`src/logic/addrGen_defs.svh`:
```
`ifndef ADDRGEN_DEFS_SVH
`define ADDRGEN_DEFS_SVH

// memory address width, also the width of iteration counts
`define ADDR_W 10
// width of period, duty and delay counters
`define PERIOD_W 8
// memory word width
`define DATA_W 32
`define MEM_DEPTH 1024

`endif

```
`src/logic/addrGenPkg.sv`:
```
`include "addrGen_defs.svh"

package addrGenPkg;

   // settings for one affine loop level
   typedef struct packed {
      logic [`ADDR_W-1:0] iterations;
      logic [`PERIOD_W-1:0] period;
      logic [`PERIOD_W-1:0] duty;
      logic [`PERIOD_W-1:0] delay;
      logic [`ADDR_W-1:0] start;
      logic signed [`ADDR_W-1:0] shift;
      logic signed [`ADDR_W-1:0] incr;
   } loopCfg;

   // full run, the outer level borrows delay and start from the inner one
   typedef struct packed {
      loopCfg inner;
      logic [`ADDR_W-1:0] outerIterations;
      logic [`PERIOD_W-1:0] outerPeriod;
      logic signed [`ADDR_W-1:0] outerShift;
      logic signed [`ADDR_W-1:0] outerIncr;
   } nestCfg;

   typedef struct packed {
      logic [`ADDR_W-1:0] addr;
      logic memEn;
   } addrBeat;

   typedef struct packed {
      logic [`DATA_W-1:0] data;
      logic valid;
   } readBeat;

endpackage

```
`src/logic/addrGen.sv`:
```
`timescale 1ns/1ps
`include "addrGen_defs.svh"

module addrGen (
   input  logic clk,
   input  logic rst,
   input  logic init,
   input  logic run,
   input  logic pause,
   input  addrGenPkg::loopCfg cfg,
   output addrGenPkg::addrBeat beat,
   output logic done
);

   // control state
   logic active;
   logic doneReg;
   logic [`PERIOD_W-1:0] delayCnt;
   logic [`PERIOD_W-1:0] perCnt;
   logic [`ADDR_W-1:0] iterCnt;
   logic [`ADDR_W-1:0] addrReg;

   // next-state helpers
   logic [`PERIOD_W:0] perNext;
   logic [`ADDR_W:0] iterNext;
   logic delayDone;
   logic enable;
   logic periodEnd;
   logic lastIter;
   logic [`ADDR_W-1:0] stepAddr;
   logic [`ADDR_W-1:0] nextAddr;

   assign delayDone = (delayCnt == '0);

   // one bit wider so a period or iteration count of zero ends at once
   assign perNext = {1'b0, perCnt} + 1'b1;
   assign iterNext = {1'b0, iterCnt} + 1'b1;
   assign periodEnd = (perNext >= {1'b0, cfg.period});
   assign lastIter = (iterNext >= {1'b0, cfg.iterations});

   // enabled during the first duty cycles of each period
   assign enable = active & ~pause & delayDone & (perCnt < cfg.duty);

   // incr after every enabled cycle, shift on top at the end of a period
   assign stepAddr = enable ? addrReg + cfg.incr : addrReg;
   assign nextAddr = periodEnd ? stepAddr + cfg.shift : stepAddr;

   always_ff @(posedge clk or posedge rst) begin
      if (rst) begin
         active <= 1'b0;
         doneReg <= 1'b1;
         delayCnt <= '0;
         perCnt <= '0;
         iterCnt <= '0;
         addrReg <= '0;
      end else if (init) begin
         // done drops for at least one cycle, even when run stays low
         active <= run;
         doneReg <= 1'b0;
         delayCnt <= cfg.delay;
         perCnt <= '0;
         iterCnt <= '0;
         addrReg <= cfg.start;
      end else if (active & ~pause) begin
         if (!delayDone) begin
            delayCnt <= delayCnt - 1'b1;
         end else begin
            addrReg <= nextAddr;
            if (periodEnd) begin
               perCnt <= '0;
               iterCnt <= iterCnt + 1'b1;
               // last period over, done shows on the next cycle
               if (lastIter) begin
                  active <= 1'b0;
                  doneReg <= 1'b1;
               end
            end else begin
               perCnt <= perNext[`PERIOD_W-1:0];
            end
         end
      end else if (!active) begin
         // init without run, nothing to issue
         doneReg <= 1'b1;
      end
   end

   assign beat = '{addr: addrReg, memEn: enable};
   assign done = doneReg;

endmodule

```
`src/logic/addrGen2.sv`:
```
`timescale 1ns/1ps

module addrGen2 (
   input  logic clk,
   input  logic rst,
   input  logic run,
   input  addrGenPkg::nestCfg cfg,
   output addrGenPkg::addrBeat beat,
   output logic done
);

   addrGenPkg::loopCfg innerCfg;
   addrGenPkg::loopCfg outerCfg;
   addrGenPkg::addrBeat outerBeat;
   logic innerDone;
   logic outerDone;
   logic innerReady;
   logic outerReady;
   logic innerInit;
   logic innerRun;
   logic innerEnQ;
   logic outerPause;

   // a level with zero iterations issues nothing
   assign innerReady = |cfg.inner.iterations;
   assign outerReady = |cfg.outerIterations;

   // every outer beat restarts the inner pass from the outer address
   assign innerInit = run | outerBeat.memEn;
   // with an outer loop the first pass waits for the first outer beat
   assign innerRun = innerReady & (outerBeat.memEn | (run & ~outerReady));

   // outer loop holds through the inner pass and until its last beat has aged a cycle
   assign outerPause = ~innerDone | innerEnQ;

   assign done = innerDone & (outerDone | ~outerReady);

   always_comb begin
      innerCfg = cfg.inner;
      innerCfg.start = run ? cfg.inner.start : outerBeat.addr;
   end

   // outer level, enabled on every step of its period
   always_comb begin
      outerCfg = cfg.inner;
      outerCfg.iterations = cfg.outerIterations;
      outerCfg.period = cfg.outerPeriod;
      outerCfg.duty = cfg.outerPeriod;
      outerCfg.shift = cfg.outerShift;
      outerCfg.incr = cfg.outerIncr;
   end

   always_ff @(posedge clk or posedge rst) begin
      if (rst) begin
         innerEnQ <= 1'b0;
      end else begin
         innerEnQ <= beat.memEn;
      end
   end

   addrGen genInner (
      .clk   (clk),
      .rst   (rst),
      .init  (innerInit),
      .run   (innerRun),
      .pause (1'b0),
      .cfg   (innerCfg),
      .beat  (beat),
      .done  (innerDone)
   );

   addrGen genOuter (
      .clk   (clk),
      .rst   (rst),
      .init  (run),
      .run   (run & outerReady),
      .pause (outerPause),
      .cfg   (outerCfg),
      .beat  (outerBeat),
      .done  (outerDone)
   );

endmodule

```
`config.mk`:
```
export PLATFORM = sky130hd
export DESIGN_NAME = addrGen2
export DESIGN_NICKNAME = d
export VERILOG_FILES = /design/src/logic/addrGenPkg.sv /design/src/logic/addrGen.sv /design/src/logic/addrGen2.sv
export VERILOG_INCLUDE_DIRS = /design/src /design/src/logic
export SDC_FILE = /design/constraint.sdc
export NUM_CORES = 1
export LEC_CHECK = 0
export ABC_AREA = 1
export ABC_CLOCK_PERIOD_IN_PS = 3920
export BUFFER_PORTS_ARGS = -buffer_cell sky130_fd_sc_hd__buf_2
export CAP_MARGIN = 0
export CORE_ASPECT_RATIO = 0.8
export CORE_UTILIZATION = 45
export DETAILED_ROUTE_END_ITERATION = 6
export GPL_TIMING_DRIVEN = 0
export PLACE_DENSITY = 0.72
export SETUP_SLACK_MARGIN = 0.4
export SYNTH_ARGS = -nofsm -noshare
export SYNTH_HDL_FRONTEND = slang
export SYNTH_SLANG_ARGS = --single-unit
```
`constraint.sdc`:
```
create_clock -name clk -period 3.92 [get_ports clk]
set_input_delay 0.588 -clock clk [delete_from_list [all_inputs] [get_ports clk]]
set_output_delay 0.588 -clock clk [all_outputs]
set_load 0.1 [all_outputs]
```
==> qor.txt <==
CTS H-Tree Depth - 3
Crit path cell chain - inv_1 > ha_1 > inv_1 > nor2_4 > nand3_4 > nor2_4 > nand2_2 > inv_4 > nand2_1 > o21ai_1 > ha_2 > inv_1 > fa_1 > o21ai_2 > nand4_1 > nand2_1 > xor2_1 > nand2_1 > nand3b_1 > nand2_1 > inv_1
Die Ht - 120.9 µm
Launch point of the worst reg-to-reg path - genInner.delayCnt[0]
Cell Area, Placed - 8848 µm²
Max_cap viols - 0
Worst R2R End - genInner.addrReg[8]
Vias per inst - 5.079
Worst-Margin Slew - 0.5698 ns
Sw frac - 0.3795
# nets final - 1514
Antenna cells - 0
Slew Viols, Final - 0
Area growth syn-to-layout - 16.24%
Power density over the cells - 308.3 nW/µm²
Total core area - 17320 µm²
WL per Instance - 13.73 µm
Delay of the slowest cell on the worst path - 0.40 ns
P_leak - 5.260 nW
Fin util - 0.5339
Int Pwr - 1.769 mW
Die width - 150.7 µm
Synth top area share - 0.2359
Final wirelength - 21.16 mm
Via count - 7827
Number of flops mapped to enable cells by yosys - 0
Crit path capture type - register
Logic pwr share - 0.356
Hold Path Class - in2async
Placed cells - 1522
Synth Cell Area - 7956 µm²
Clock Power Share - 0.328
Io pins - 117
Net Count, Synth - 1383
Synth Area per Inst - 6.743 µm²
DP Wirelength - 17.34 mm
Clock skew - 0.008738 ns
Post-synthesis sequential area ratio - 0.2425
Fillers - 1690
Global-route usage over all layers - 0.2428
Final hold slack - 0.2076 ns
TNS Setup - 0 ns
FFs w/ async S/R, synth - 1.000
Setup crit start kind - register
WS Path Type - reg2reg
CP Launch Point - genInner.delayCnt[0]
Cell Count, Final, Fillers Out - 1541
Num CTS Buffers - 9
Clk Latency, worst-skew pair - 0.35 ns
Die area - 18220 µm²
RSZ-0062 raised after global routing - true
R2r setup slk - 0.61 ns
Root buffer cell - clkbuf_16
Antenna Nets Post-Route - 0
Vias in the first global route - 7120
Synth Warn # - 0
I/O Buffers - 116
Final Instance Area - 9249 µm²
First-pass GRT wire length - 34.40 mm
Net switching power - 1.082 mW
Initial antenna violation count - 0
Final hold vios - 0
Worst Setup EP - genInner.addrReg[8]
First-pass DRT Iterations - 5
Row count - 43
Final min period - 3.307 ns
# hold bufs at CTS - 0
Status - completed
Yosys reg bits - 77
Sequential group share of total power - 0.317
CP max FO - 11
Clk sink count - 77
Post-Synthesis Cells - 1180
Max Fclk - 302.3 MHz
Number of remaining DRC errors - 0
GR Overflow Total - 0
Area contributors post-synth - dfrtp_1 (24%), nand2_1 (15%), ha_1 (15%)
Layout cell share with drive strength beyond 1 - 0.1611
Commonest non-fill, non-tap cell in the layout - nand2_1
Iteration-0 DRC Markers - 545
Max VDD drop - 0.1866 mV
Starting Density - 0.4593
Final setup violating endpoints - 0
Final WS setup - 0.6126 ns
Synth unique cells - 48
Commonest non-fill, non-tap cells in the layout - nand2_1 (321), inv_1 (196), buf_2 (121), nor2_1 (103), ha_1 (93)
Worst slew margin - 0.6201
Clk pin slew, worst setup/hold paths - 0.07 ns
CP arrival - 3.60 ns
Post-synth top flop - dfrtp_1
Most area-hungry cell type in the Yosys netlist - dfrtp_1
Clock Tree Buf Depth - 2
Ratio of final minimum period to clock period - 0.8437
Pre-CTS WS - -0.05828 ns
CTS tree - yes
Largest net degree at the start of global routing - 54
WP data required - 4.22 ns
Slowest-stage cell, CP - dfrtp_1
GPL Wtd Cong - 0.9625
Reg2reg path depth - 21
Post-layout power - 2.851 mW
## state kept, by name (all words and copies together) (netlist names)
signal,flops
genInner.done,1
genOuter.active,1
genOuter.delayCnt,8
genInner.iterCnt,10
genInner.perCnt,8
genOuter.perCnt,8
genOuter.done,1
genOuter.addrReg,10
genInner.addrReg,10
genInner.delayCnt,8
genOuter.iterCnt,10
genInner.active,1
innerEnQ,1
## worst max-delay path, delay by kind of cell, from the launching register on
kind | cells | cell delay (ns)
AND/OR/NAND/NOR | 10 | 1.17
AO/OA/AOI/OAI | 2 | 0.30
buffers and inverters | 5 | 0.42
flip-flops | 1 | 0.40
adder cells (fa/ha/maj) | 3 | 0.81
XOR/XNOR | 1 | 0.18
## final cells by class
type / count / area, µm² / share of cell area
plain buffers: 15 / 111.4 / 0.01204
clock buffers: 9 / 225.2 / 0.02435
clock inverters: 7 / 97.59 / 0.01055
inverters: 217 / 819.5 / 0.08861
multi-input cells: 871 / 5154 / 0.5572
flip-flops and latches: 77 / 1929 / 0.2086
well taps: 225 / 281.5 / 0.03044
repair buffers: 120 / 630.6 / 0.06818
## cell families (layout without fill, tap and decap cells)
| kind of cell | after synthesis | count (layout) | synth area share |
|---|---|---|---|
| AND/OR/NAND/NOR | 570 | 570 | 0.3126 |
| adder cells (fa/ha/maj) | 98 | 98 | 0.1579 |
| AO/OA/AOI/OAI | 148 | 148 | 0.1098 |
| multiplexers | 1 | 1 | 0.001258 |
| XOR/XNOR | 54 | 54 | 0.05944 |
| buffers and inverters | 232 | 368 | 0.1165 |
| flip-flops | 77 | 77 | 0.2425 |
## power groups by stage
stage	Sequential [mW]	Combinational (mW)	Clock, mW
2_1_floorplan	1.00	0.650	0
3_5_place_dp	0.915	0.986	0
6_report	0.903	1.01	0.935
5_1_grt	0.909	1.14	0.986
4_1_cts	0.902	0.997	0.947
3_3_place_gp	0.914	0.970	0
## routing by layer
layer | vias to the layer above | share of wire | global-route usage
li1 | 4042 | - | -
met1 | 3559 | 0.48 | 0.3514
met2 | 206 | 0.43 | 0.3666
met3 | 20 | 0.078 | 0.04737
met4 | 0 | 0.015 | 0.06375
met5 | - | 0 | 0
## how the worst min path moves through the flow
stage | start | end | depth (start not counted)
3_5_place_dp | genOuter.active | genOuter.done | 1
4_1_cts | rst | genInner.perCnt[0] | 2
2_1_floorplan | genOuter.active | genOuter.done | 1
6_report | rst | genInner.perCnt[0] | 2
3_3_place_gp | genOuter.active | genOuter.done | 1
5_1_grt | rst | genInner.perCnt[0] | 2
## synth_stat cells (4+ instances only)
cell type / instances
a21o_1: 4
o21bai_1: 6
xnor2_1: 16
a31oi_1: 5
o22ai_1: 14
inv_2: 17
buf_2: 5
or2_2: 6
nand2_1: 322
nor3_1: 7
buf_6: 6
ha_1: 94
nand3b_1: 6
o21ai_1: 12
nor4_1: 4
o211ai_1: 5
nor2_1: 103
nand3_1: 80
xor2_1: 38
fa_1: 4
a21oi_1: 47
o21ai_0: 34
inv_1: 197
o21ai_2: 5
nor2_2: 5
nand4_1: 22
dfrtp_1: 75
nor2_4: 4
o21a_1: 4
## timing repair
| item | 4_1_cts | 5_1_grt |
|---|---|---|
| gates resized for setup | 5 | 11 |
| endpoints found under the hold margin | 0 | 0 |
| endpoints found under the setup margin | 4 | 10 |
| cloned | 0 | 0 |
| pin swaps | 0 | 3 |
| setup buffers | 0 | 3 |
Power figures use the tool's default switching activity.
